File: src/hdl/cart_pkg.sv
// limits: ROM up to 8 MiB (512 banks), cartridge RAM up to 128 KiB, loader words are 16 bit
`default_nettype none

package cart_pkg;

	// ------------------------------------------------------------------
	// widths
	// ------------------------------------------------------------------
	localparam int ROM_BANK_W  = 9;  // 512 banks of 16 KiB
	localparam int RAM_BANK_W  = 4;  // 16 banks of 8 KiB
	localparam int MAP_BANK_W  = 10; // 8 KiB half-bank index into ROM
	localparam int ROM_WADDR_W = 22; // 16-bit word address, 8 MiB
	localparam int CRAM_AW     = 17; // byte address, 128 KiB
	localparam int LOAD_AW     = 25; // loader byte address

	// header word offsets with the wanted byte in the high half
	localparam logic [LOAD_AW-1:0] HDR_CGB_OFS  = 25'h142; // 0x143 colour flag
	localparam logic [LOAD_AW-1:0] HDR_TYPE_OFS = 25'h146; // 0x147 cartridge type
	localparam logic [LOAD_AW-1:0] HDR_SIZE_OFS = 25'h148; // 0x148 rom size, 0x149 ram size

	// ------------------------------------------------------------------
	// 8 KiB region codes (a15:a13)
	// ------------------------------------------------------------------
	localparam logic [2:0] REG_RAMEN   = 3'd0; // 0000-1fff ram enable
	localparam logic [2:0] REG_ROMBANK = 3'd1; // 2000-3fff rom bank
	localparam logic [2:0] REG_RAMBANK = 3'd2; // 4000-5fff ram bank / rtc select
	localparam logic [2:0] REG_MODE    = 3'd3; // 6000-7fff mbc1 banking mode
	localparam logic [2:0] REG_CRAM    = 3'd5; // a000-bfff external ram window

	localparam logic [3:0] RAM_ENABLE_KEY = 4'ha; // low nibble that opens the ram

	// ------------------------------------------------------------------
	// cpu cartridge address seen either as a region select
	// or as a rom word pointer
	// ------------------------------------------------------------------
	typedef union packed {
		struct packed {
			logic [2:0]  region; // a15:a13
			logic [12:0] offset; // a12:a0, byte within the window
		} rgn;
		struct packed {
			logic [1:0]  quadrant; // a15:a14, 16 KiB slot
			logic        bank_lo;  // a13, which half of the bank
			logic [11:0] word;     // a12:a1
			logic        lane;     // a0, byte of the rom word
		} rom;
	} cart_addr_u;

endpackage

`default_nettype wire

File: src/hdl/cart_header.sv
// header bytes are captured only while load_active; unknown rom sizes fall back to 128 banks
`default_nettype none

module cart_header (
	input  wire                              clk_sys,
	input  wire                              reset,
	input  wire                              load_active,
	input  wire                              load_wr,
	input  wire [cart_pkg::LOAD_AW-1:0]      load_addr,
	input  wire [15:0]                       load_data,
	output logic                             mbc1,
	output logic                             mbc2,
	output logic                             mbc3,
	output logic                             mbc5,
	output logic [cart_pkg::ROM_BANK_W-1:0]  rom_mask,
	output logic [cart_pkg::RAM_BANK_W-1:0]  ram_mask,
	output logic                             cgb_game,
	output logic                             cart_ready
);
	import cart_pkg::*;

	logic [7:0] cart_type; // 0x147
	logic [7:0] rom_size;  // 0x148
	logic [7:0] ram_size;  // 0x149
	logic [7:0] cgb_flag;  // 0x143
	logic       load_q;    // load_active one cycle late

	always_ff @(posedge clk_sys) begin
		if (reset) begin
			cart_type  <= '0; // no controller
			rom_size   <= '0;
			ram_size   <= '0;
			cgb_flag   <= '0;
			load_q     <= 1'b0;
			cart_ready <= 1'b0;
		end else begin
			load_q <= load_active;
			if (load_active)
				cart_ready <= 1'b0; // image changing under us
			else if (load_q)
				cart_ready <= 1'b1; // load just ended
			if (load_active && load_wr) begin
				case (load_addr)
					HDR_CGB_OFS:  cgb_flag <= load_data[15:8];
					HDR_TYPE_OFS: cart_type <= load_data[15:8];
					HDR_SIZE_OFS: {ram_size, rom_size} <= load_data;
					default: ; // ordinary rom data
				endcase
			end
		end
	end

	// controller kind from the type byte
	assign mbc1 = (cart_type >= 8'd1) && (cart_type <= 8'd3);
	assign mbc2 = (cart_type == 8'd5) || (cart_type == 8'd6);
	assign mbc3 = (cart_type >= 8'd15) && (cart_type <= 8'd19); // 0x0f-0x13
	assign mbc5 = (cart_type >= 8'd25) && (cart_type <= 8'd30); // 0x19-0x1e

	assign cgb_game = (cgb_flag == 8'h80) || (cgb_flag == 8'hc0);

	always_comb begin
		// 2^(n+1) banks -> mask of n+1 ones
		if (rom_size <= 8'd8)
			rom_mask = {ROM_BANK_W{1'b1}} >> (4'd8 - rom_size[3:0]);
		else
			rom_mask = ROM_BANK_W'(7'h7f); // odd sizes 0x52-0x54 and junk
		case (ram_size)
			8'd0, 8'd1, 8'd2: ram_mask = 4'b0000; // one bank or none
			8'd3:             ram_mask = 4'b0011; // 32 KiB
			default:          ram_mask = 4'b1111; // 128 KiB
		endcase
	end

	// a header word written outside a load would be dropped silently
	a_load_wr_in_load: assert property (@(posedge clk_sys) disable iff (reset)
		load_wr |-> load_active)
		else $error("load_wr high outside load_active");

endmodule

`default_nettype wire

File: config.mk
export PLATFORM = sky130hd
export DESIGN_NAME = cart_header
export DESIGN_NICKNAME = d
export VERILOG_FILES = /design/src/hdl/cart_pkg.sv /design/src/hdl/cart_header.sv
export SDC_FILE = /design/constraint.sdc
export NUM_CORES = 1
export LEC_CHECK = 0
export CAP_MARGIN = 20
export CORE_ASPECT_RATIO = 1.2
export CORE_UTILIZATION = 48
export CTS_CLUSTER_SIZE = 16
export DETAILED_ROUTE_END_ITERATION = 8
export DONT_BUFFER_PORTS = 1
export PLACE_DENSITY = 0.65
export SKIP_LAST_GASP = 1
export SLEW_MARGIN = 30
export SYNTH_ARGS = -nofsm -noshare
export SYNTH_HDL_FRONTEND = slang
export SYNTH_SLANG_ARGS = --single-unit
File: constraint.sdc
create_clock -name clk_sys -period 1.5 [get_ports clk_sys]
set_clock_uncertainty 0.05 [all_clocks]
set_input_delay 0.15 -clock clk_sys [delete_from_list [all_inputs] [get_ports clk_sys]]
set_output_delay 0.15 -clock clk_sys [all_outputs]
set_load 0.01 [all_outputs]
# After elaboration in Yosys (flattened, before gate mapping)
# Cells that the tools add are included.
[word_totals]
register_bits = 34
input_bits = 45
output_inout_bits = 19
[op_classes]
n_addsub = 1
n_lt_le_gt_ge = 7
eq_ne = 10
shift = 1
muxes = 2
n_reduce_logical = 12
[op_table]
columns = ["operator", "n"]
rows = [
  ["$eq 25x9->1 const B", 3],
  ["$eq 8x2->1 const B", 2],
  ["$eq 8x3->1 const B", 2],
  ["$eq 8x8->1 const B", 2],
  ["$le 8x5->1 const B", 2],
  ["$mux 9", 1],
  ["$shr 9x4->9 const A", 1],
  ["$eq 8x1->1 const B", 1],
  ["$ge 8x1->1 const B", 1],
  ["$ge 8x4->1 const B", 1],
  ["$ge 8x5->1 const B", 1],
  ["$le 8x2->1 const B", 1],
  ["$le 8x4->1 const B", 1],
  ["$logic_not 8->1", 1],
  ["$pmux 4 s2", 1],
  ["$reduce_and 2->1", 3],
  ["$logic_and 1x1->1", 4],
  ["$sub 4x4->4 const A", 1],
  ["$reduce_or 3->1", 1],
  ["$logic_or 1x1->1", 2],
  ["$reduce_or 2->1", 1],
]

# Longest topological paths before layout
[depth]
word_depth = 3
depth_mapped = 6

# Worst setup path before layout
# No wires, ideal clock.
[synth_timing]
path_type = "reg-to-output"
startpoint = "register rom_size[1]"
endpoint = "output port rom_mask[6] (netlist name)"
arrival_ns = 1.463
required_time_ns = 1.300
slack_ns = -0.163
stages_incl_launch_ff = 7
path_cell_list = "dfxtp_1 inv_1 ha_1 clkbuf_1 o21ai_0 or4_1 nand4_1"
[synth_between]
elab_chain_len = 3
word_cells_on_any_way = 4
[synth_lines]
columns = ["item", "line", "text"]
rows = [
  ["from (decl)", "cart_header.sv:23", "logic [7:0] rom_size;"],
  ["from (signal assigned)", "cart_header.sv:46", "HDR_SIZE_OFS: {ram_size, rom_size} <= load_data;"],
  ["$sub 4x4->4", "cart_header.sv:64", "rom_mask = {ROM_BANK_W{1'b1}} >> (4'd8 - rom_size[3:0]);"],
  ["$shr 9x4->9", "cart_header.sv:64", ""],
  ["$mux 9 (*)", "cart_header.sv:63", "if (rom_size <= 8'd8)"],
  ["to (decl)", "cart_header.sv:15", "output logic [cart_pkg::ROM_BANK_W-1:0] rom_mask,"],
]
# Every way passes the cells marked *; elsewhere a longest branch is shown, timed or not.

# Final worst setup path
[layout_timing]
startpoint = "register rom_size[7]"
endpoint = "output port rom_mask[0] (netlist name)"
[layout_between]
elab_chain_len = 2
[layout_lines]
columns = ["item", "line"]
rows = [
  ["$le 8x4->1", "cart_header.sv:63"],
  ["$mux 9", "cart_header.sv:63"],
]
# Every way passes these cells.

==> flow_metrics.env <==
export IMPL_rsz0062_at_grt="yes"
export IMPL_grt_max_degree=27
export IMPL_vias=1497
export IMPL_p_leak_nw=0.972
export IMPL_cts_tree="done"
export IMPL_ir_drop_mv=0.639
export IMPL_end_kind="output pin"
export IMPL_dp_hpwl_um=3000
export IMPL_numCtsBuffers=5
export IMPL_initial_core_util=0.505
export IMPL_clock_sinks=33
export IMPL_die_area_mm2=0.00407
export IMPL_synth_ff_type="dfxtp_1"
export IMPL_io_buffers=0
export IMPL_status="finished, violations left"
export IMPL_antenna_found_initial=0
export IMPL_root_buffer="clkbuf_8"
export IMPL_grt_use_total=0.230
export IMPL_yosysSeqAreaShare=0.360
export IMPL_fin_util=0.650
export IMPL_setup_viol=12
export IMPL_fmax_ghz=0.542
export IMPL_drive_gt1_frac=0.301
export IMPL_async_flop_share=0
export IMPL_io_pins=64
export IMPL_fin_crit_sh=1.23
export IMPL_tightest_slew_ns=0.699
export IMPL_path_clk_slew_ns=0.06
export IMPL_worstHoldPathType="input pin to register"
export IMPL_via_per_inst=5.38
export IMPL_insertedDiodeCount=0
export IMPL_synth_edf_count=0
export IMPL_placedCellCount=257
export IMPL_layout_setup_ws_ns=-0.345
export IMPL_slew_headroom=0.534
export IMPL_clock_latency_ns=0.29
export IMPL_grt_remaining_overflow=0
export IMPL_first_iter_violations=85
export IMPL_rows=24
export IMPL_area_growth_pct=28.8
export IMPL_hold_viol=2
export IMPL_clockBufferDepth=2
export IMPL_drt_first_pass_iters=4
export IMPL_synth_cell_types=38
export IMPL_die_h_um=69.7
export IMPL_synth_area_per_cell_um2=9.31
export IMPL_drt_wl_total_um=4410
export IMPL_htreeDepth=2
export IMPL_pre_cts_slack_ns=-0.139
export IMPL_finalNonFillerCells=278
export IMPL_p_per_area_mw_per_mm2=679
export IMPL_chipWidth_um=58.4
export IMPL_whs_ns=-0.00279
export IMPL_maxSlewViolCount=0
export IMPL_fin_nets=273
export IMPL_drc=0
export IMPL_synth_seq_cells=33
export IMPL_gp_congestion=0.852
export IMPL_tns_ns=-2.41
export IMPL_grt_pass1_wl_um=7050
export IMPL_syn_area_mm2=0.00183
export IMPL_max_cap_violations=0
export IMPL_cp_arrival_ns=1.65
export IMPL_core_area_mm2=0.00363
export IMPL_fin_crit_ns=1.85
export IMPL_syn_nets=245
export IMPL_ys_warn_count=0
export IMPL_mostFrequentLayoutCells="nand2b_1 (44), mux2i_1 (30), dfxtp_1 (24)"
export IMPL_worstPathRequired_ns=1.30
export IMPL_grt_pass1_vias=1523
export IMPL_wl_per_cell_um=15.9
export IMPL_crit_type="register to output pin"
export IMPL_crit_fanout=2
export IMPL_synth_cells=197
export IMPL_route_antenna_remaining_nets=0
export IMPL_failed_checks="negative hold slack, negative setup slack"
export IMPL_final_common_cell="nand2b_1"
export IMPL_fillers=301
export IMPL_cp_start_kind="register"
-- area by class of cell --
class / count / area (µm²) / area share
Inverter: 6 / 22.5 / 0.00953
Multi-Input combinational cell: 145 / 1220 / 0.515
Clock buffer: 8 / 80.1 / 0.0339
Timing Repair Buffer: 34 / 307 / 0.130
Tap cell: 52 / 65.1 / 0.0275
Sequential cell: 33 / 672 / 0.284
-- sequential cells by signal (all words and copies together), names as in the netlist --
signal and cells:
cart_ready 1, rom_size 8, ram_size 8, load_q 1
cgb_flag 7, cart_type 8
-- cell families (layout without fill, tap and decap cells) --
group	after synthesis	after routing	synth area share
AO/OA/AOI/OAI	17	17	0.0614
XOR/XNOR	3	3	0.0143
adder cells (fa/ha/maj)	3	3	0.0205
buffers and inverters	19	48	0.0532
flip-flops	33	33	0.360
multiplexers	30	30	0.164
AND/OR/NAND/NOR	92	92	0.327
-- cell usage after synthesis (2+ instances only) --
cell type,n,area share
mux2i_1,30,0.16
nor4_2,2,0.014
or3_1,2,0.0068
nand2b_1,44,0.15
nor4b_1,2,0.0096
or4b_2,2,0.011
buf_6,2,0.012
a21o_1,2,0.0082
nor4_1,6,0.020
clkbuf_1,8,0.016
dfxtp_1,33,0.36
buf_4,3,0.012
and3_1,2,0.0068
xor2_1,3,0.014
o31ai_1,3,0.012
nor3_1,6,0.016
or4_1,4,0.016
nor2_1,7,0.014
inv_1,6,0.012
o21ai_0,6,0.016
ha_1,3,0.020
nand2_1,5,0.010
-- timing repair --
action                                  4_1_cts  5_1_grt
hold endpoints to repair                     22        1
gates resized for setup                      22       19
setup buffers                                 2        1
hold buffers                                  9        1
pin swaps                                     9        2
endpoints found under the setup margin       12       14
-- per-layer routing --
metal,wire length (µm),part of all wire,up-vias,GRT usage
li1,-,-,749,-
met1,1850,0.42,708,0.250
met2,2340,0.53,33,0.420
met3,168,0.038,7,0.0597
met4,58,0.013,0,0.0767
met5,0,0,-,0
-- stage by stage --
stage                     total power, mW  cell area, µm²
after floorplan                     0.953            1870
after global placement              0.951            2020
after detailed placement            0.952            2020
after CTS                            1.61            2280
after global routing                 1.66            2360
final                                1.60            2360
-- final timing paths --
| check | startpoint | end | cells after the start | slack (ns) |
|---|---|---|---|---|
| max | rom_size[7] | rom_mask[0] | 3 | -0.35 |
| min | reset | rom_size[5] | 2 | -0.003 |
| max reg2reg | rom_size[0] | rom_size[0] | 3 | 0.56 |
| min reg2reg | load_q | cart_ready | 2 | 0.42 |
-- report_power, final --
group / internal [mW] / switching, mW
combinational: 0.0511 / 0.0311
sequential: 0.878 / 0.00159
clock: 0.329 / 0.312
total: 1.26 / 0.345
-- worst max-delay path, stage by stage (launching register included) --
cell,delay [ns]
dfxtp_2,0.32
or4_4,0.55
a211o_1,0.28
a21o_1,0.20
Power figures use the tool's default switching activity.
