`src/hdl/cart_pkg.sv`:
```
// limits: ROM up to 8 MiB (512 banks), cartridge RAM up to 128 KiB, loader words are 16 bit
`default_nettype none

package cart_pkg;

	// ------------------------------------------------------------------
	// widths
	// ------------------------------------------------------------------
	localparam int ROM_BANK_W  = 9;  // 512 banks of 16 KiB
	localparam int RAM_BANK_W  = 4;  // 16 banks of 8 KiB
	localparam int MAP_BANK_W  = 10; // 8 KiB half-bank index into ROM
	localparam int ROM_WADDR_W = 22; // 16-bit word address, 8 MiB
	localparam int CRAM_AW     = 17; // byte address, 128 KiB
	localparam int LOAD_AW     = 25; // loader byte address

	// header word offsets with the wanted byte in the high half
	localparam logic [LOAD_AW-1:0] HDR_CGB_OFS  = 25'h142; // 0x143 colour flag
	localparam logic [LOAD_AW-1:0] HDR_TYPE_OFS = 25'h146; // 0x147 cartridge type
	localparam logic [LOAD_AW-1:0] HDR_SIZE_OFS = 25'h148; // 0x148 rom size, 0x149 ram size

	// ------------------------------------------------------------------
	// 8 KiB region codes (a15:a13)
	// ------------------------------------------------------------------
	localparam logic [2:0] REG_RAMEN   = 3'd0; // 0000-1fff ram enable
	localparam logic [2:0] REG_ROMBANK = 3'd1; // 2000-3fff rom bank
	localparam logic [2:0] REG_RAMBANK = 3'd2; // 4000-5fff ram bank / rtc select
	localparam logic [2:0] REG_MODE    = 3'd3; // 6000-7fff mbc1 banking mode
	localparam logic [2:0] REG_CRAM    = 3'd5; // a000-bfff external ram window

	localparam logic [3:0] RAM_ENABLE_KEY = 4'ha; // low nibble that opens the ram

	// ------------------------------------------------------------------
	// cpu cartridge address seen either as a region select
	// or as a rom word pointer
	// ------------------------------------------------------------------
	typedef union packed {
		struct packed {
			logic [2:0]  region; // a15:a13
			logic [12:0] offset; // a12:a0, byte within the window
		} rgn;
		struct packed {
			logic [1:0]  quadrant; // a15:a14, 16 KiB slot
			logic        bank_lo;  // a13, which half of the bank
			logic [11:0] word;     // a12:a1
			logic        lane;     // a0, byte of the rom word
		} rom;
	} cart_addr_u;

endpackage

`default_nettype wire

```
`src/hdl/bank_map.sv`:
```
// pure combinational decode; no controller means a flat 32 KiB rom and one 8 KiB ram bank
`default_nettype none

module bank_map (
	input  cart_pkg::cart_addr_u             cart_addr,
	input  wire                              mbc1,
	input  wire                              mbc2,
	input  wire                              mbc3,
	input  wire                              mbc5,
	input  wire [cart_pkg::ROM_BANK_W-1:0]   rom_bank,
	input  wire [cart_pkg::RAM_BANK_W-1:0]   ram_bank,
	input  wire                              mbc1_mode,
	input  wire [cart_pkg::ROM_BANK_W-1:0]   rom_mask,
	input  wire [cart_pkg::RAM_BANK_W-1:0]   ram_mask,
	output logic [cart_pkg::ROM_WADDR_W-1:0] rom_addr,
	output logic                             rom_hi,
	output logic [cart_pkg::CRAM_AW-1:0]     cram_addr
);
	import cart_pkg::*;

	logic [6:0]            mbc1_bank; // ram bank bits act as rom a20:a19 in mode 0
	logic [ROM_BANK_W-1:0] sw_bank;   // bank seen at 4000-7fff
	logic [MAP_BANK_W-1:0] half_bank; // 8 KiB slice of the rom
	logic [RAM_BANK_W-1:0] cram_bank;
	logic                  any_mbc;

	assign any_mbc   = mbc1 | mbc2 | mbc3 | mbc5;
	assign mbc1_bank = {mbc1_mode ? 2'b00 : ram_bank[1:0], rom_bank[4:0]};

	// ------------------------------------------------------------------
	// rom side
	// ------------------------------------------------------------------
	always_comb begin
		if (mbc5)
			sw_bank = rom_bank & rom_mask; // full 9 bits
		else if (mbc1)
			sw_bank = {2'b00, mbc1_bank & rom_mask[6:0]};
		else
			sw_bank = {2'b00, rom_bank[6:0] & rom_mask[6:0]}; // mbc2 / mbc3

		if (!any_mbc)
			half_bank = {8'd0, cart_addr.rom.quadrant[0], cart_addr.rom.bank_lo}; // a14:a13
		else if (cart_addr.rom.quadrant == 2'd0)
			half_bank = {9'd0, cart_addr.rom.bank_lo}; // fixed bank 0
		else if (cart_addr.rom.quadrant == 2'd1)
			half_bank = {sw_bank, cart_addr.rom.bank_lo};
		else
			half_bank = '0; // not a rom access
	end

	assign rom_addr = {half_bank, cart_addr.rom.word};
	assign rom_hi   = cart_addr.rom.lane; // odd byte lives in the high lane

	// ------------------------------------------------------------------
	// ram side
	// ------------------------------------------------------------------
	always_comb begin
		if ((mbc1 && mbc1_mode) || mbc3)
			cram_bank = {2'b00, ram_bank[1:0] & ram_mask[1:0]};
		else if (mbc5)
			cram_bank = ram_bank & ram_mask;
		else
			cram_bank = '0; // mbc1 mode 0, mbc2, plain rom
	end

	assign cram_addr = {cram_bank, cart_addr.rgn.offset};

endmodule

`default_nettype wire

```
`config.mk`:
```
export PLATFORM = sky130hd
export DESIGN_NAME = bank_map
export DESIGN_NICKNAME = d
export VERILOG_FILES = /design/src/hdl/cart_pkg.sv /design/src/hdl/bank_map.sv
export SDC_FILE = /design/constraint.sdc
export NUM_CORES = 1
export LEC_CHECK = 0
export BUFFER_PORTS_ARGS = -buffer_cell sky130_fd_sc_hd__buf_2
export CORE_MARGIN = 1.5
export CORE_UTILIZATION = 24
export DETAILED_ROUTE_END_ITERATION = 8
export PLACE_DENSITY_LB_ADDON = 0.05
export SLEW_MARGIN = 20
export SYNTH_ARGS = -nofsm -noshare
export SYNTH_HDL_FRONTEND = slang
export SYNTH_SLANG_ARGS = --single-unit
```
`constraint.sdc`:
```
create_clock -name vclk -period 2.2
set_clock_uncertainty 0.15 [all_clocks]
set_input_delay 0.44 -clock vclk [all_inputs]
set_output_delay 0.44 -clock vclk [all_outputs]
set_load 0.005 [all_outputs]
```
# After elaboration in Yosys (flattened, before gate mapping)
# Index checks and enable logic that the tools add are counted.
[word_totals]
register_bits = 0
latch_bits = 0
mem_bits_rw = 0
rom_bits = 0
inputBits = 47
output_inout_bits = 40
wordCells = 20
n_memories = 0
[op_classes]
add_sub_neg = 0
multipliers = 0
div_mod_pow = 0
order_cmp = 0
eq_ne = 1
n_shift = 0
n_mux = 8
bitwise_logic = 8
reduce_logical = 3
[ops]
columns = ["operator", "n"]
rows = [
  ["$mux W10", 3],
  ["$and A7 B7 Y7", 2],
  ["$and A9 B9 Y9", 1],
  ["$mux W9", 1],
  ["$mux W4", 2],
  ["$mux W7", 1],
  ["$and A4 B4 Y4", 1],
  ["$or A1 B1 Y1", 3],
  ["$and A2 B2 Y2", 1],
  ["$eq A2 B1 Y1 const B", 1],
  ["$logic_not A2 Y1", 1],
  ["$mux W2", 1],
  ["$logic_and A1 B1 Y1", 1],
  ["$logic_or A1 B1 Y1", 1],
]

# Longest topological paths before layout
# Gate-level depths: netlist (run 1).
[depth]
word_depth = 7
depth_mapped = 3
depth_no_buf = 3

# Least setup slack after synthesis (run 1)
# No wires, ideal clock.
[synth_path]
kind = "input port to output port"
startpoint = "input mbc5"
endpoint = "output rom_addr[14] (netlist bit)"
arrival_ns = 1.298
required_ns = 1.610
slack_ns = 0.312
stages = 3
path_buffers = 0
path_cell_list = "or4_4 > and2_4 > and3_1"
[synth_between]
elab_chain_len = 4
word_cells_on_any_way = 5
cone_classes = "4 x mux; 1 x bitwise"
[synth_rtl]
columns = ["item", "line", "text"]
rows = [
  ["start: declaration", "bank_map.sv:9", "input wire mbc5,"],
  ["$mux W9", "bank_map.sv:34", "if (mbc5)"],
  ["$mux W10", "bank_map.sv:45", "else if (cart_addr.rom.quadrant == 2'd1)"],
  ["$mux W10", "bank_map.sv:43", "else if (cart_addr.rom.quadrant == 2'd0)"],
  ["$mux W10 *", "bank_map.sv:41", "if (!any_mbc)"],
  ["end: declaration", "bank_map.sv:15", "output logic [cart_pkg::ROM_WADDR_W-1:0] rom_addr,"],
]
# Mark *: on every way between the ends. The rest lies on a longest branch, timed or not.

# Final worst setup path (run 1)
[layout_path]
startpoint = "input mbc5"
endpoint = "output rom_addr[15] (netlist bit)"
# Same word-level chain as after synthesis.

==> impl_metrics.csv, run 1 <==
group,metric,value,unit
cells_and_area,fin_nets,128,
grt,grt_max_degree,8,
drt,drtPass1Iterations,2,
cells_and_area,layout_commonest_cell,"buf_2",
timing,setup_viol,0,
status,status,"complete, no violations",
placement,placed_area,462,um^2
cells_and_area,ff_latch_area,0,um^2
floorplan,initial_utilization,0.258,
worst_setup_path,cpPeakStageDelay,0.55,ns
floorplan,die_width,43.3,um
worst_setup_path,cp-startpoint,"mbc5",
floorplan,core,1510,um^2
cells_and_area,antennaDiodeCount,0,
timing,max_slew.worst_pin.slew,0.263,ns
timing,finalHoldViolCount,0,
timing,period_needed,2.13,ns
cells_and_area,seq_cells,0,
floorplan,rows,14,
min_path,worst_hold_path_type,"in2out",
worst_setup_path,crit_fanout,4,
power,cellPowerDensity,132,nW/um^2
power,cellLeakagePower,0.301,nW
timing,fmax,470,MHz
worst_setup_path,crit_slowest_cell,"or4_4",
cells_and_area,area_growth,18.6,%
drt,antenna_left,0,
worst_setup_path,crit_arrival,1.54,ns
floorplan,fp.dieH,43.3,um
worst_setup_path,worstPathRequired,1.61,ns
drt,remaining_drc_errors,0,
grt,antenna_found_initial,0,
yosys,yosysSeqAreaShare,0,
grt,gr-total-overflow,0,
placement,hpwl,877,um
clock_network,cts-hold-fix-buffers,0,
drt,vias,421,
drt,via_per_inst,4.43,
worst_setup_path,critPathBufInv,2,
worst_setup_path,crit_family,"simple AND/OR/NAND/NOR gates",
cells_and_area,finish.utilization,0.306,
yosys,synth.distinct_cells,15,
grt,grt_pass1_wl,1320,um
floorplan,io_pins,87,
yosys,ys_warn_count,0,
timing,final.setup.tns,0,ns
worst_setup_path,cp.depth,5,
cells_and_area,clkbuf_count,0,
cells_and_area,design_area,462,um^2
floorplan,dieArea,1870,um^2
worst_setup_path,cp_cell_sequence,"buf_2 -> or4_4 -> and2_4 -> and3_1 -> buf_2",
timing,slew_violations,0,
timing,maxSlewHeadroom,0.824,
timing,setup_ws,0.0710,ns
yosys,syn_area,389,um^2
cells_and_area,drive_gt1_frac,0.671,
worst_setup_path,crit_type,"in2out",
worst_setup_path,path_common_cell,"buf_2",
drt,drt-total-wl,973,um
yosys,synthCells,56,
yosys,synth_nets,103,
grt,grt_util_all_layers,0.0862,
worst_setup_path,crit_end,"rom_addr[15]",
power,ir_drop,0.0000340,V
drt,wire_per_inst,10.2,um
grt,grt_pass1_vias,346,
clock_network,ctsResizeCount,0,
worst_setup_path,start_kind,"input pin",
run,cap_violations,0,
placement,portBuffers,48,
timing,period_share,0.968,
yosys,syn_avg_cell_area,6.95,um^2
drt,drt_iter0_drc,1,
placement,place.gp.congestion,0.725,
clock_network,post_cts_buffers,0,
cells_and_area,fillerInstances,178,
worst_setup_path,end_kind,"output port",
cells_and_area,final_cell_mix,"48 x buf_2, 6 x and3_1, 5 x nand2_1",
placement,pre_cts_slack,0.0661,ns
timing,rsz0062_at_grt,"false",
worst min path at each step:
stage	cells after the start	slack [ns]	start	endpoint
after floorplan	2	0.80	ram_mask[2]	cram_addr[15]
after global placement	0	0.73	cart_addr[3]	cram_addr[3]
after detailed placement	0	0.73	cart_addr[3]	cram_addr[3]
after CTS	0	0.73	cart_addr[3]	cram_addr[3]
after global routing	0	0.73	cart_addr[11]	cram_addr[11]
final	0	0.73	cart_addr[0]	cram_addr[0]
routing by layer:
layer  wire, um  global-route usage  part of all wire
met3        175              0.0340              0.18
met1        305              0.0759              0.31
met2        480               0.176              0.49
met5          0                   0                 0
met4         12              0.0182             0.012
cell type report:
class / count / area, um^2 / share of cell area
Tap cell: 16 / 20.0 / 0.0434
Timing Repair Buffer: 49 / 248 / 0.537
Multi-Input combinational cell: 30 / 194 / 0.420
cells by family after synthesis:
group,count (synthesis),share of synthesized area
AO/OA/AOI/OAI,5,0.0707
buffers and inverters,26,0.502
AND/OR/NAND/NOR,25,0.428
synth_stat cells, drive strengths merged:
cell / number / area, um^2
nand2: 5 / 18.8
nand2b: 2 / 12.5
a21oi: 3 / 15.0
a21boi: 1 / 7.51
nor2b: 1 / 6.26
or4: 1 / 11.3
nor2: 2 / 7.51
and2: 2 / 15.0
and3: 6 / 37.5
and4bb: 2 / 25.0
and4: 2 / 17.5
buf: 26 / 195
nor3b: 2 / 15.0
o21ai: 1 / 5.00
through the flow:
stage          std cells  total power, mW  hold WS, ns
3_3_place_gp          95           0.0623        0.730
4_1_cts               95           0.0620        0.730
3_5_place_dp          95           0.0618        0.730
6_report              95           0.0611        0.730
5_1_grt               95           0.0685        0.730
2_1_floorplan         56           0.0578        0.804
report_power, final:
part / switching, mW / internal [mW]
Combinational: 0.0227 / 0.0385
Sequential: 0 / 0
Clock: 0 / 0
(Power assumes the default switching activity.)
==> inputs of run 2 (changes only) <==
--- a/config.mk
+++ b/config.mk
@@ -5,7 +5,8 @@
 export SDC_FILE = /design/constraint.sdc
 export NUM_CORES = 1
 export LEC_CHECK = 0
-export BUFFER_PORTS_ARGS = -buffer_cell sky130_fd_sc_hd__buf_2
+export BUFFER_PORTS_ARGS = -buffer_cell sky130_fd_sc_hd__clkbuf_2
+export CAP_MARGIN = 0
 export CORE_MARGIN = 1.5
 export CORE_UTILIZATION = 24
 export DETAILED_ROUTE_END_ITERATION = 8
==> run 2 against run 1 <==
Against the previous run:
- final cell count unchanged
- sequential share of layout area is the same
- fmax increased by 1.5%
- setup slack better by 0.031 ns
- critical path depth unchanged
- sequential cell count did not move
- global-route usage up 0.17 points
- clock-buffer cell count did not move
- utilization stayed put
- critical path type unchanged
- critical endpoint is now rom_addr[14]
- largest power group unchanged
- highest routed layer unchanged
==> impl_metrics.csv, run 2 (synthesized netlist as in run 1, its figures left out) <==
group,metric,value,unit
floorplan,io_pins,87,
floorplan,core,1510,um^2
drt,drtPass1Iterations,3,
cells_and_area,instances_no_fill,95,
min_path,min-delay-start,"cart_addr[0]",
power,cellLeakagePower,0.298,nW
worst_setup_path,start_kind,"input pin",
worst_setup_path,crit_arrival,1.51,ns
clock_network,post_cts_buffers,0,
status,status,"complete, no violations",
power,ir_drop,0.0000332,V
placement,placed_area,462,um^2
timing,finalHoldViolCount,0,
placement,hpwl,908,um
grt,grt_pass1_vias,375,
worst_setup_path,crit_family,"simple AND/OR/NAND/NOR gates",
clock_network,ctsResizeCount,0,
floorplan,dieArea,1870,um^2
power,p_int,0.0386,mW
min_path,whs_endpoint,"cram_addr[0]",
drt,antenna_left,0,
timing,maxSlewHeadroom,0.829,
min_path,worst_hold_path_type,"in2out",
floorplan,fp.dieH,43.3,um
cells_and_area,layout_commonest_cell,"clkbuf_2",
drt,vias,426,
floorplan,rows,14,
cells_and_area,multiInputGateArea,194,um^2
worst_setup_path,cpPeakStageDelay,0.54,ns
drt,remaining_drc_errors,0,
power,p_sw_frac,0.371,
timing,hold_ws,0.730,ns
worst_setup_path,crit_slowest_cell,"or4_4",
grt,antenna_found_initial,0,
timing,slew_violations,0,
timing,rsz0062_at_grt,"false",
timing,period_needed,2.10,ns
drt,via_per_inst,4.48,
drt,drt-total-wl,954,um
cells_and_area,design_area,462,um^2
timing,period_share,0.954,
drt,wire_per_inst,10.0,um
clock_network,cts-hold-fix-buffers,0,
worst_setup_path,end_kind,"output port",
placement,portBuffers,48,
power,p_comb_frac,1.000,
timing,final.setup.tns,0,ns
cells_and_area,clkbuf_count,0,
cells_and_area,area_growth,18.6,%
power,cellPowerDensity,133,nW/um^2
cells_and_area,fillerInstances,180,
worst_setup_path,critPathBufInv,2,
timing,setup_viol,0,
floorplan,initial_utilization,0.258,
placement,place_inst,95,
worst_setup_path,path_common_cell,"clkbuf_2",
grt,gr-total-overflow,0,
worst_setup_path,cp_cell_sequence,"clkbuf_2 -> or4_4 -> and2_4 -> and3_1 -> clkbuf_2",
grt,grt_util_all_layers,0.0879,
timing,fmax,477,MHz
grt,grt_max_degree,8,
run,cap_violations,0,
min_path,hold_depth,0,
cells_and_area,finish.utilization,0.306,
worst_setup_path,crit_fanout,4,
cells_and_area,seq_cells,0,
placement,place.gp.congestion,0.731,
power,pwr-share-seq,0,
worst_setup_path,crit_type,"in2out",
grt,grt_pass1_wl,1350,um
cells_and_area,final_cell_mix,"48 x clkbuf_2, 6 x and3_1, 5 x nand2_1",
cells_and_area,ff_latch_area,0,um^2
cells_and_area,antennaDiodeCount,0,
power,switchingPower,0.0228,mW
power,clkPwrFrac,0,
cells_and_area,drive_gt1_frac,0.671,
worst_setup_path,cp.depth,5,
worst_setup_path,worstPathRequired,1.61,ns
floorplan,die_width,43.3,um
drt,drt_iter0_drc,2,
cells_and_area,fin_nets,128,
timing,max_slew.worst_pin.slew,0.256,ns
## run 2: cell types whose count changed in the layout (fill, tap and decap cells not counted)
| cell | change |
|---|---|
| buf_2 | -48 |
| clkbuf_2 | +48 |
## run 2: cell type report
class,instances,share of cell area
well taps,16,0.0434
repair buffers,49,0.537
multi-input cells,30,0.420
## run 2: power groups by stage
stage	Clock (mW)	Combinational [mW]	Sequential, mW
finish	0	0.0613	0
global route	0	0.0683	0
CTS	0	0.0628	0
detailed placement	0	0.0626	0
global placement	0	0.0629	0
floorplan	0	0.0578	0
## run 2: routing by layer
layer | share of wire | GRT usage | vias up
li1 | - | - | 211
met1 | 0.27 | 0.0633 | 179
met2 | 0.54 | 0.200 | 32
met3 | 0.17 | 0.0298 | 4
met4 | 0.013 | 0.0182 | 0
met5 | 0 | 0 | -
## run 2: per-stage QoR
step                setup slack, ns  total power [mW]
CTS                          0.0942            0.0628
global route                 0.0657            0.0683
detailed placement           0.0948            0.0626
global placement              0.110            0.0629
finish                        0.102            0.0613
floorplan                     0.312            0.0578
## run 2: worst max-delay path by stage
stage / start / to
2_1_floorplan: mbc5 / rom_addr[14]
4_1_cts: mbc5 / rom_addr[14]
3_5_place_dp: mbc5 / rom_addr[14]
3_3_place_gp: mbc5 / rom_addr[14]
5_1_grt: mbc5 / rom_addr[14]
6_report: mbc5 / rom_addr[14]
