[config.mk]
export PLATFORM = sky130hd
export DESIGN_NAME = mbc_regs
export DESIGN_NICKNAME = d
export VERILOG_FILES = /design/src/hdl/cart_pkg.sv /design/src/hdl/mbc_regs.sv
export SDC_FILE = /design/constraint.sdc
export NUM_CORES = 1
export LEC_CHECK = 0
export BUFFER_PORTS_ARGS = -buffer_cell sky130_fd_sc_hd__buf_2
export CAP_MARGIN = 20
export CORE_MARGIN = 4
export CORE_UTILIZATION = 40
export DETAILED_ROUTE_END_ITERATION = 7
export PLACE_DENSITY = 0.86
export SYNTH_ARGS = -nofsm -noshare
export SYNTH_HDL_FRONTEND = slang
export SYNTH_SLANG_ARGS = --single-unit
export TNS_END_PERCENT = 20
[constraint.sdc]
create_clock -name clk_sys -period 1.4 [get_ports clk_sys]
set_clock_uncertainty 0.05 [all_clocks]
set_input_delay 0.07 -clock clk_sys [delete_from_list [all_inputs] [get_ports clk_sys]]
set_output_delay 0.07 -clock clk_sys [all_outputs]
set_load 0.03 [all_outputs]
[src/hdl/cart_pkg.sv]
// limits: ROM up to 8 MiB (512 banks), cartridge RAM up to 128 KiB, loader words are 16 bit
`default_nettype none

package cart_pkg;

	// ------------------------------------------------------------------
	// widths
	// ------------------------------------------------------------------
	localparam int ROM_BANK_W  = 9;  // 512 banks of 16 KiB
	localparam int RAM_BANK_W  = 4;  // 16 banks of 8 KiB
	localparam int MAP_BANK_W  = 10; // 8 KiB half-bank index into ROM
	localparam int ROM_WADDR_W = 22; // 16-bit word address, 8 MiB
	localparam int CRAM_AW     = 17; // byte address, 128 KiB
	localparam int LOAD_AW     = 25; // loader byte address

	// header word offsets with the wanted byte in the high half
	localparam logic [LOAD_AW-1:0] HDR_CGB_OFS  = 25'h142; // 0x143 colour flag
	localparam logic [LOAD_AW-1:0] HDR_TYPE_OFS = 25'h146; // 0x147 cartridge type
	localparam logic [LOAD_AW-1:0] HDR_SIZE_OFS = 25'h148; // 0x148 rom size, 0x149 ram size

	// ------------------------------------------------------------------
	// 8 KiB region codes (a15:a13)
	// ------------------------------------------------------------------
	localparam logic [2:0] REG_RAMEN   = 3'd0; // 0000-1fff ram enable
	localparam logic [2:0] REG_ROMBANK = 3'd1; // 2000-3fff rom bank
	localparam logic [2:0] REG_RAMBANK = 3'd2; // 4000-5fff ram bank / rtc select
	localparam logic [2:0] REG_MODE    = 3'd3; // 6000-7fff mbc1 banking mode
	localparam logic [2:0] REG_CRAM    = 3'd5; // a000-bfff external ram window

	localparam logic [3:0] RAM_ENABLE_KEY = 4'ha; // low nibble that opens the ram

	// ------------------------------------------------------------------
	// cpu cartridge address seen either as a region select
	// or as a rom word pointer
	// ------------------------------------------------------------------
	typedef union packed {
		struct packed {
			logic [2:0]  region; // a15:a13
			logic [12:0] offset; // a12:a0, byte within the window
		} rgn;
		struct packed {
			logic [1:0]  quadrant; // a15:a14, 16 KiB slot
			logic        bank_lo;  // a13, which half of the bank
			logic [11:0] word;     // a12:a1
			logic        lane;     // a0, byte of the rom word
		} rom;
	} cart_addr_u;

endpackage

`default_nettype wire

[src/hdl/mbc_regs.sv]
// registers follow the cpu write strobe on every clk_sys edge; rtc registers themselves are absent
`default_nettype none

module mbc_regs (
	input  wire                              clk_sys,
	input  wire                              reset,
	input  wire                              load_active,
	input  wire                              cart_wr,
	input  cart_pkg::cart_addr_u             cart_addr,
	input  wire [7:0]                        cart_di,
	input  wire                              mbc1,
	input  wire                              mbc3,
	input  wire                              mbc5,
	output logic [cart_pkg::ROM_BANK_W-1:0]  rom_bank,
	output logic [cart_pkg::RAM_BANK_W-1:0]  ram_bank,
	output logic                             mbc1_mode,
	output logic                             rtc_mode,
	output logic                             ram_enable
);
	import cart_pkg::*;

	logic [2:0] region;
	logic       wr_ramen;
	logic       wr_rombank;
	logic       wr_rambank;
	logic       wr_mode;

	assign region     = cart_addr.rgn.region;
	assign wr_ramen   = cart_wr && (region == REG_RAMEN);
	assign wr_rombank = cart_wr && (region == REG_ROMBANK);
	assign wr_rambank = cart_wr && (region == REG_RAMBANK);
	assign wr_mode    = cart_wr && (region == REG_MODE);

	// ------------------------------------------------------------------
	// register file
	// ------------------------------------------------------------------
	always_ff @(posedge clk_sys) begin
		if (reset || load_active) begin
			rom_bank   <= ROM_BANK_W'(1); // bank 1 sits at 4000 after power up
			ram_bank   <= '0;
			mbc1_mode  <= 1'b0;
			rtc_mode   <= 1'b0;
			ram_enable <= 1'b0;
		end else begin
			if (wr_ramen)
				ram_enable <= (cart_di[3:0] == RAM_ENABLE_KEY);

			if (wr_rombank) begin
				if (mbc5) begin
					if (cart_addr.rgn.offset[12]) // 3000-3fff
						rom_bank[8] <= cart_di[0];
					else                          // 2000-2fff
						rom_bank[7:0] <= cart_di;
				end else if (cart_di[6:0] == 7'd0) begin
					rom_bank <= ROM_BANK_W'(1); // bank 0 not selectable here
				end else begin
					rom_bank <= {2'b00, cart_di[6:0]};
				end
			end

			if (wr_rambank) begin
				if (mbc3) begin
					if (cart_di[3]) begin
						rtc_mode <= 1'b1; // 08-0c pick an rtc register
					end else begin
						rtc_mode <= 1'b0;
						ram_bank <= {2'b00, cart_di[1:0]};
					end
				end else if (mbc5) begin
					ram_bank <= cart_di[3:0];
				end else begin
					ram_bank <= {2'b00, cart_di[1:0]}; // mbc1 upper bits
				end
			end

			if (wr_mode && mbc1)
				mbc1_mode <= cart_di[0]; // 1 = ram banking mode
		end
	end

	// bank 0 in the switched slot is only legal on mbc5; the flag comes from the header
	a_rom_bank_nonzero: assert property (@(posedge clk_sys) disable iff (reset)
		!mbc5 |-> (rom_bank != '0))
		else $error("rom bank 0 selected on a non-mbc5 cartridge");

endmodule

`default_nettype wire

# Word-level counts from Yosys, hierarchy flattened
# Cells that the tools add are included.
[op_classes]
n_reduce_logical = 12
n_mux = 8
eq_ne = 7
[ops]
columns = ["op", "count"]
rows = [
  ["4-bit 2-to-1 mux", 3],
  ["9-bit 2-to-1 mux", 1],
  ["8-bit 2-to-1 mux", 1],
  ["2-bit AND reduction", 4],
  ["7-bit logical NOT", 1],
  ["7-bit 2-to-1 mux", 1],
  ["3-bit by 2-bit == test with 1-bit output (second input constant)", 2],
  ["2-bit != test (second input constant)", 3],
  ["1-bit logical AND", 5],
  ["4-bit == test (second input constant)", 1],
  ["3-bit by 1-bit == test with 1-bit output (second input constant)", 1],
  ["3-bit logical NOT", 1],
  ["1-bit 2-to-1 mux", 2],
  ["1-bit logical OR", 1],
]
[totals]
regBits = 16
in_bits = 31
output_inout_bits = 16
elab_cells = 33

# Depth between registers and ports, before layout
# Gate-level depths: netlist of run 1.
[depth]
word_depth = 3
depth_mapped = 4
ltp_nobuf = 3

# Least setup slack after synthesis of run 1
# Ideal clock, no wire load.
[synth_path]
path_kind = "register to register"
startpoint = "register, netlist name mbc1_mode"
endpoint = "register mbc1_mode"
arrival_ns = 0.863
slack_ns = 0.417
stages_incl_launch_ff = 4
setup_ns = 0.070
n_path_buf = 0
required_ns = 1.280
period_less_slack_ns = 0.983
path_cell_list = "dfxtp_1 -> inv_1 -> a31o_2 -> a21oi_1"
[synth_lines]
columns = ["element", "line_no", "source"]
rows = [
  ["end signal, assigned", "mbc_regs.sv:77", "mbc1_mode <= cart_di[0];"],
  ["end, declared", "mbc_regs.sv:16", "output logic mbc1_mode,"],
]

# Final worst setup path of run 1
[layout_path]
startpoint = "input port cart_di[5]"
endpoint = "register rom_bank[0] (netlist bit)"
[layout_via]
elab_chain_cells = 3
[layout_lines]
columns = ["element", "line_no", "source"]
rows = [
  ["start, declared", "mbc_regs.sv:10", "input wire [7:0] cart_di,"],
  ["7-bit logical NOT", "mbc_regs.sv:54", "end else if (cart_di[6:0] == 7'd0) begin"],
  ["7-bit 2-to-1 mux", "mbc_regs.sv:54", ""],
  ["9-bit 2-to-1 mux", "mbc_regs.sv:49", "if (mbc5) begin"],
  ["end signal, assigned", "mbc_regs.sv:57", "rom_bank <= {2'b00, cart_di[6:0]};"],
  ["end, declared", "mbc_regs.sv:14", "output logic [cart_pkg::ROM_BANK_W-1:0] rom_bank,"],
]
# No other way between the ends.
# A chain may end at the register's enable or synchronous reset.

==> metrics.md, run 1 <==
| Metric | Value |
|---|---|
| Status | `completed` |
| GRT Total Usage | `16.1%` |
| Worst hold path type | `in -> reg` |
| Hold path cells | `3` |
| Gate Count Post-Synth | `86` |
| Via count | `797` |
| 1st-iter DRT viols | `9` |
| Worst-Margin Slew | `359 ps` |
| Vias per Instance | `between 5 and 6` |
| I/O Buffers | `34` |
| Largest cells by area after synthesis | `dfxtp_1 (44%), a21oi_1 (11%), o21ai_0 (8.9%), nand3_1 (6.2%), nand4_1 (3.4%)` |
| First-pass GRT wire length | `about 3.2 mm` |
| Reg-to-Reg End | `mbc1_mode` |
| CP arrival | `1240 ps` |
| Crit path launch type | `primary input` |
| Clk slew on worst S/H paths | `around 100 ps` |
| Final period util | `between 70% and 80%` |
| Multi-input gate area | `378 um^2` |
| CP Max Fanout | `2` |
| Die W | `50.8 um` |
| Top Usage Layer GRT | `met2` |
| Vias in the first global route | `744` |
| CTS Root Cell | `clkbuf_4` |
| Starting Density | `42.4%` |
| FF+latch area | `320 um^2` |
| Worst slew margin | `75.7%` |
| Met2 Track Usage GR | `28.5%` |
| Fraction of layout cells with a size suffix above 1 | `between 30% and 40%` |
| Distinct cells, synth | `26` |
| Cells on worst reg2reg path | `3` |
| FF+latch count, synth | `16` |
| Initial antenna violation count | `0` |
| WHS | `19.8 ps` |
| Syn_area_per_cell | `approximately 8.5 um^2` |
| Pwr dens | `890 nW/um^2` |
| HPWL after DPL | `1.40 mm` |
| # IOs | `47` |
| Detailed Routing Iterations Pass 1 | `4` |
| Synth top area share | `43.8%` |
| Fin crit period | `between 1000 and 1500 ps` |
| Worst R2R Setup Slack | `590 ps` |
| Worst VDD drop | `518 uV` |
| Worst Min Path Start | `cart_di[1]` |
| Number of maximum-capacitance violations | `0` |
| WP data required | `1580 ps` |
| Post-Syn Area | `about 730 um^2` |
| Post-route insts no fill | `between 100 and 150` |
| Post-route DRC | `0` |
| P&R area growth vs syn | `33.0%` |
| Area leader, netlist | `dfxtp_1` |
| GRT met3 Usage | `2.67%` |
| Critical path type | `in -> reg` |
| Site Rows | `15` |
| Ant diodes | `0` |
| Post-Place Worst Slack | `around 230 ps` |
| Met1 Use GR | `18.5%` |
| Placed insts | `140` |
| Clk_lat worst skew | `280 ps` |
| Post-synthesis net count | `117` |
| TritonCTS clock tree | `built` |
| Wire per inst | `13.0 um` |
| Area of the core | `between 1500 and 2000 um^2` |
| Sink Count | `16` |
| CP Capture Type | `flop` |
| Sequential area share after synthesis | `a little over two fifths` |
| Final Hold Viols | `0` |
| Fmax achieved | `941 MHz` |
| Die height | `50.8 um` |
| RSZ-0062 raised after global routing | `false` |
| Htree depth | `1` |
| Setup Buffers After CTS | `0` |
| Pin count of the biggest net entering global routing | `18` |
| DRT antenna net count | `0` |
| Setup violations, final | `0` |
| Worst r2r src | `mbc1_mode` |
| GRT overflow | `0` |
| Pleak | `0.395 nW` |
| Routability cong. | `0.821` |
| Fill cells | `173` |
| Final WL | `1.92 mm` |
| TritonCTS buffer count | `3` |
| Die area | `2580 um^2` |
| Final Max Tran Viols | `0` |
| Setup WS post-layout | `337 ps` |
| Final nets | `154` |
| Clk buf depth | `2` |
| Worst Hold Path EP | `rom_bank[1]` |
| Ys Warns | `0` |
| Final TNS setup | `0 ps` |
## power breakdown
part	switching (mW)	internal [mW]	leakage (nW)
registers	0.00104	0.457	0.129
clock network	0.150	0.158	0.0210
logic	0.0582	0.0417	0.245
total	0.209	0.657	0.395
## layout make-up
type	count	share of cell area, %
multi-input cells	63	38.8
inverters	2	0.771
flip-flops and latches	16	32.9
well taps	25	3.21
repair buffers	37	20.6
clock buffers	4	3.73
## critical path: stages
cell           delay [ps]
dlygate4sd3_1         540
buf_2                 130
nor4_1                280
a21oi_1               100
a21oi_1               120
## worst max path at each step
stage / slack, ps / end / from
after global routing: 220 / rom_bank[0] / cart_di[5]
after detailed placement: 230 / rom_bank[5] / cart_addr[15]
after global placement: 290 / rom_bank[5] / cart_addr[15]
after CTS: 330 / rom_bank[0] / cart_di[5]
after floorplan: 420 / mbc1_mode / mbc1_mode
final: 340 / rom_bank[0] / cart_di[5]
## kinds of logic after synthesis
family / synth area share (%)
AOI/OAI and AO/OA: 22.1
buffers and inverters: 4.62
and+or+nand+nor: 28.2
DFF: 43.8
muxes: 1.37
## layout by cell type, fill, tap and decap left out, types with 2 or more instances in the layout
master and instances:
and2_1 2, nand3_1 9, clkbuf_4 3, nand2_1 2, a21oi_1 16, nand4_1 4, o21ai_0 13, buf_2 34
dlygate4sd3_1 3, dfxtp_1 16, nor3_1 2, inv_1 2, nand4bb_1 2
## repair_timing
action                    in CTS  in global routing
hold buffers                   3                  0
hold endpoints to repair       3                  0
resized for setup              0                  0
## per-layer routing
| layer | routed length, um | vias up |
|---|---|---|
| li1 | - | 394 |
| met1 | 778 | 373 |
| met2 | 984 | 28 |
| met3 | 129 | 2 |
| met4 | 24 | 0 |
| met5 | 0 | - |
## Yosys cell counts
| master | n |
|---|---|
| nor3_1 | 2 |
| nand4b_1 | 1 |
| nor4bb_1 | 1 |
| nor4_1 | 1 |
| nand2_1 | 2 |
| and2_1 | 2 |
| nand3_1 | 9 |
| nor2_1 | 1 |
| dfxtp_1 | 16 |
| a211oi_1 | 1 |
| a31o_2 | 1 |
| o21ai_0 | 13 |
| and4bb_2 | 1 |
| buf_4 | 1 |
| buf_2 | 3 |
| clkbuf_1 | 1 |
| and4bb_1 | 1 |
| mux2i_1 | 1 |
| nand4_1 | 4 |
| a21oi_1 | 16 |
| inv_1 | 2 |
| and3b_1 | 1 |
| or2_2 | 1 |
| nor2b_1 | 1 |
| nand4bb_1 | 2 |
| nor4b_1 | 1 |
## flip-flops by register name, summed over array words and instances, names as in the netlist
| signal | count |
|---|---|
| ram_enable | 1 |
| rtc_mode | 1 |
| mbc1_mode | 1 |
| ram_bank | 4 |
| rom_bank | 9 |
## through the flow
step	power [mW]	util [%]	area, um^2
4_1_cts	0.868	56.4	973
6_report	0.866	56.4	973
2_1_floorplan	0.513	-	732
3_3_place_gp	0.559	52.5	907
3_5_place_dp	0.561	52.5	907
5_1_grt	0.899	56.4	973
No activity file was read; power rests on OpenSTA's default activity.
==> run 2: changes to the inputs <==
- ABC_AREA: unset -> 1
- clock period: 1.4 -> 1.1 ns (I/O delays scaled with it)
==> metrics.md, run 2 <==
| Metric | Value |
|---|---|
| Adder-Cell Fraction of Synth Area | `0% (unchanged)` |
| CTS resizes | `0 (unchanged)` |
| Setup violations, final | `0 (unchanged)` |
| Status | `completed` |
| Post-route DRC | `0 (unchanged)` |
| Worst-Margin Slew | `336 ps (-23.3 ps)` |
| Area leader, netlist | `dfxtp_1` |
| HPWL after DPL | `1.44 mm (+3.1%)` |
| Final nets | `183 (+19%)` |
| Pleak | `0.470 nW (+19%)` |
| Cts hold-fix bufs | `5 (+2)` |
| Sequential area share after synthesis | `43.5% (-0.30 points)` |
| GRT overflow | `0 (unchanged)` |
| Met3 WL | `119 um (-7.8%)` |
| 1st-iter DRT viols | `18 (+9)` |
| Post-synthesis mux area share | `0% (-1.4 points)` |
| Vias per Instance | `4.62 (-15%)` |
| Gate Count Post-Synth | `108 (+26%)` |
| Detailed Routing Iterations Pass 1 | `4 (unchanged)` |
| Worst slew margin | `77.6% (+1.9 points)` |
| TritonCTS buffer count | `3 (unchanged)` |
| First-pass GRT wire length | `2.92 mm (-7.7%)` |
| Routability cong. | `0.761 (-7.3%)` |
| Vias in the first global route | `701 (-5.8%)` |
| WHS | `5.88 ps (-13.9 ps)` |
| Initial antenna violation count | `0 (unchanged)` |
| Wire per inst | `10.4 um (-20%)` |
| Pin count of the biggest net entering global routing | `11 (-7)` |
| Fraction of the mapped netlist area in compound gates | `11.2% (-11 points)` |
| Number of maximum-capacitance violations | `0 (unchanged)` |
| Post-Synth Simple-Gate Area | `38.4% (+10 points)` |
| Clk_lat worst skew | `280 ps (about the same)` |
| Worst Min Path Start | `cart_di[1]` |
| WP data required | `1280 ps (-300 ps)` |
| CTS Root Cell | `clkbuf_4` |
| Reg-to-Reg End | `rom_bank[2]` |
| Die height | `50.9 um (+0.30%)` |
| Post-synthesis net count | `139 (+19%)` |
| Final TNS setup | `0 ps (unchanged)` |
| Top-count cell post-synth | `nand2_1` |
| Biggest register | `rom_bank` |
| Fin crit period | `984 ps` |
| Routed wl met2 | `880 um (-11%)` |
| Max reg flops | `9 (unchanged)` |
| Synth async-reset ratio | `0% (unchanged)` |
| DRT antenna net count | `0 (unchanged)` |
| Worst VDD drop | `587 uV (+13%)` |
| RSZ-0062 raised after global routing | `false` |
| Crit. Startpoint | `cart_di[4]` |
| Starting Density | `42.2% (-0.17 points)` |
| Worst r2r src | `rom_bank[2]` |
| Critical path type | `in -> reg` |
| Pwr dens | `1020 nW/um^2 (+15%)` |
| Fraction of layout cells with a size suffix above 1 | `29.3% (-4.3 points)` |
| FF+latch area | `320 um^2 (unchanged)` |
| Post-synth top cells | `nand2_1 (38), dfxtp_1 (16), nor2_1 (14)` |
| CP Max Fanout | `2 (unchanged)` |
| Worst hold path type | `in -> reg` |
| Worst R2R Setup Slack | `410 ps (-180 ps)` |
| Cells on worst reg2reg path | `2 (-1)` |
| Final Core Density | `58.1% (+1.7 points)` |
| Critical path's slowest cell | `dlygate4sd3_1` |
| Most frequent cells in the layout | `nand2_1 (38), buf_2 (34), dfxtp_1 (16), nor2_1 (14), a21oi_1 (12)` |
| Die area | `2590 um^2 (+0.59%)` |
| Worst Hold Path EP | `rom_bank[1]` |
| Final Max Tran Viols | `0 (unchanged)` |
| CP most frequent cell | `nand2_1` |
| Final period util | `89.5%` |
| CP Capture Type | `flop` |
| Top Registers | `rom_bank: 9 flops, ram_bank: 4 flops` |
| DR top layer | `met4` |
| Via count | `809 (+1.5%)` |
| TritonCTS clock tree | `built` |
| Multi-input gate area | `365 um^2 (-3.3%)` |
| Largest cells by area after synthesis | `dfxtp_1 (43%), nand2_1 (19%), a21oi_1 (8.1%), nor2_1 (7.1%), inv_1 (5.6%)` |
| Largest family of logic cells by synthesized area | `simple AND/OR/NAND/NOR gates` |
| CP arrival | `1170 ps (-70 ps)` |
| Clk slew on worst S/H paths | `90 ps (about the same)` |
| Syn_area_per_cell | `6.82 um^2 (-20%)` |
| Post-synth top flop | `dfxtp_1` |
| Post-Syn Area | `737 um^2 (+0.68%)` |
| Cell Chain, Critical Path | `dlygate4sd3_1 -> buf_2 -> nor2_1 -> nand2_1 -> o21ai_0 -> nand2_1 -> nand2_1` |
| Die W | `50.9 um (+0.30%)` |
| FF+latch count, synth | `16 (unchanged)` |
| Final WL | `1.82 mm (-4.9%)` |
| Distinct cells, synth | `13 (-50%)` |
| Most common cell after layout, fill and taps aside | `nand2_1` |
| # IOs | `47 (unchanged)` |
| Synth top area share | `43.5% (-0.30 points)` |
| P&R area growth vs syn | `37.5%` |
| Htree depth | `1 (unchanged)` |
| Crit path launch type | `primary input` |
| Post-Place Worst Slack | `71.9 ps (-159 ps)` |
| Ant diodes | `0 (unchanged)` |
| Clk buf depth | `2 (unchanged)` |
| Setup WS post-layout | `116 ps (-221 ps)` |
| Ys Warns | `0 (unchanged)` |
| Met1 wire length | `791 um (+1.7%)` |
| Final Hold Viols | `0 (unchanged)` |
| Fill cells | `167 (-3.5%)` |
| Setup Buffers After CTS | `0 (unchanged)` |
| Hold path cells | `3 (unchanged)` |
| Area of the core | `1750 um^2 (+1.1%)` |
| Max incr delay on CP | `550 ps (about the same)` |
| Post-synth EDFFs | `0 (unchanged)` |
| Sink Count | `16 (unchanged)` |
| GRT Total Usage | `14.4% (-1.7 points)` |
| Site Rows | `15 (unchanged)` |
| I/O Buffers | `34 (unchanged)` |
| Xor and xnor area share after synthesis | `0% (unchanged)` |
| Fmax achieved | `between 1000 and 1500 MHz` |
==> run 2: worst max path at each step <==
| stage | to | slack (ps) | cells past startpoint |
|---|---|---|---|
| finish | rom_bank[0] | 120 | 7 |
| global route | rom_bank[0] | 80 | 7 |
| CTS | rom_bank[0] | 140 | 7 |
| detailed placement | rom_bank[2] | 70 | 5 |
| global placement | rom_bank[6] | 130 | 5 |
| floorplan | rom_bank[1] | 270 | 2 |
==> run 2: cells by family after synthesis <==
logic type | after synthesis
DFF | 16
AOI/OAI and AO/OA | 15
and+or+nand+nor | 64
buffers and inverters | 13
==> run 2: power breakdown <==
group / leakage [nW] / switching [mW] / internal, mW / total, mW
clock network: 0.0138 / 0.180 / 0.127 / 0.307
registers: 0.129 / 0.00180 / 0.583 / 0.584
logic: 0.327 / 0.0859 / 0.0595 / 0.145
total: 0.470 / 0.268 / 0.769 / 1.04
==> run 2: metrics by stage <==
| step | power [mW] | cell area (um^2) | std cells |
|---|---|---|---|
| 6_report | 1.04 | 1010 | 175 |
| 5_1_grt | 1.08 | 1010 | 175 |
| 4_1_cts | 1.04 | 1010 | 175 |
| 3_5_place_dp | 0.728 | 941 | 167 |
| 3_3_place_gp | 0.725 | 941 | 167 |
| 2_1_floorplan | 0.665 | 737 | 108 |
==> run 2: per-layer routing <==
metal	vias up	track usage (%)
met5	-	0
met4	0	6.73
met3	4	2.62
met1	352	17.4
met2	31	24.5
li1	422	-
==> run 2: area by class of cell <==
cell class | count | area share (%)
multi-input cells | 79 | 36.0
flip-flops and latches | 16 | 31.6
repair buffers | 40 | 22.5
inverters | 12 | 4.57
well taps | 25 | 3.09
clock buffers | 3 | 2.22
==> run 2: critical path, delay by kind of cell <==
family / cells / cell delay (ps)
compound gates: 1 / 140
buf+inv: 2 / 690
simple gates: 4 / 290
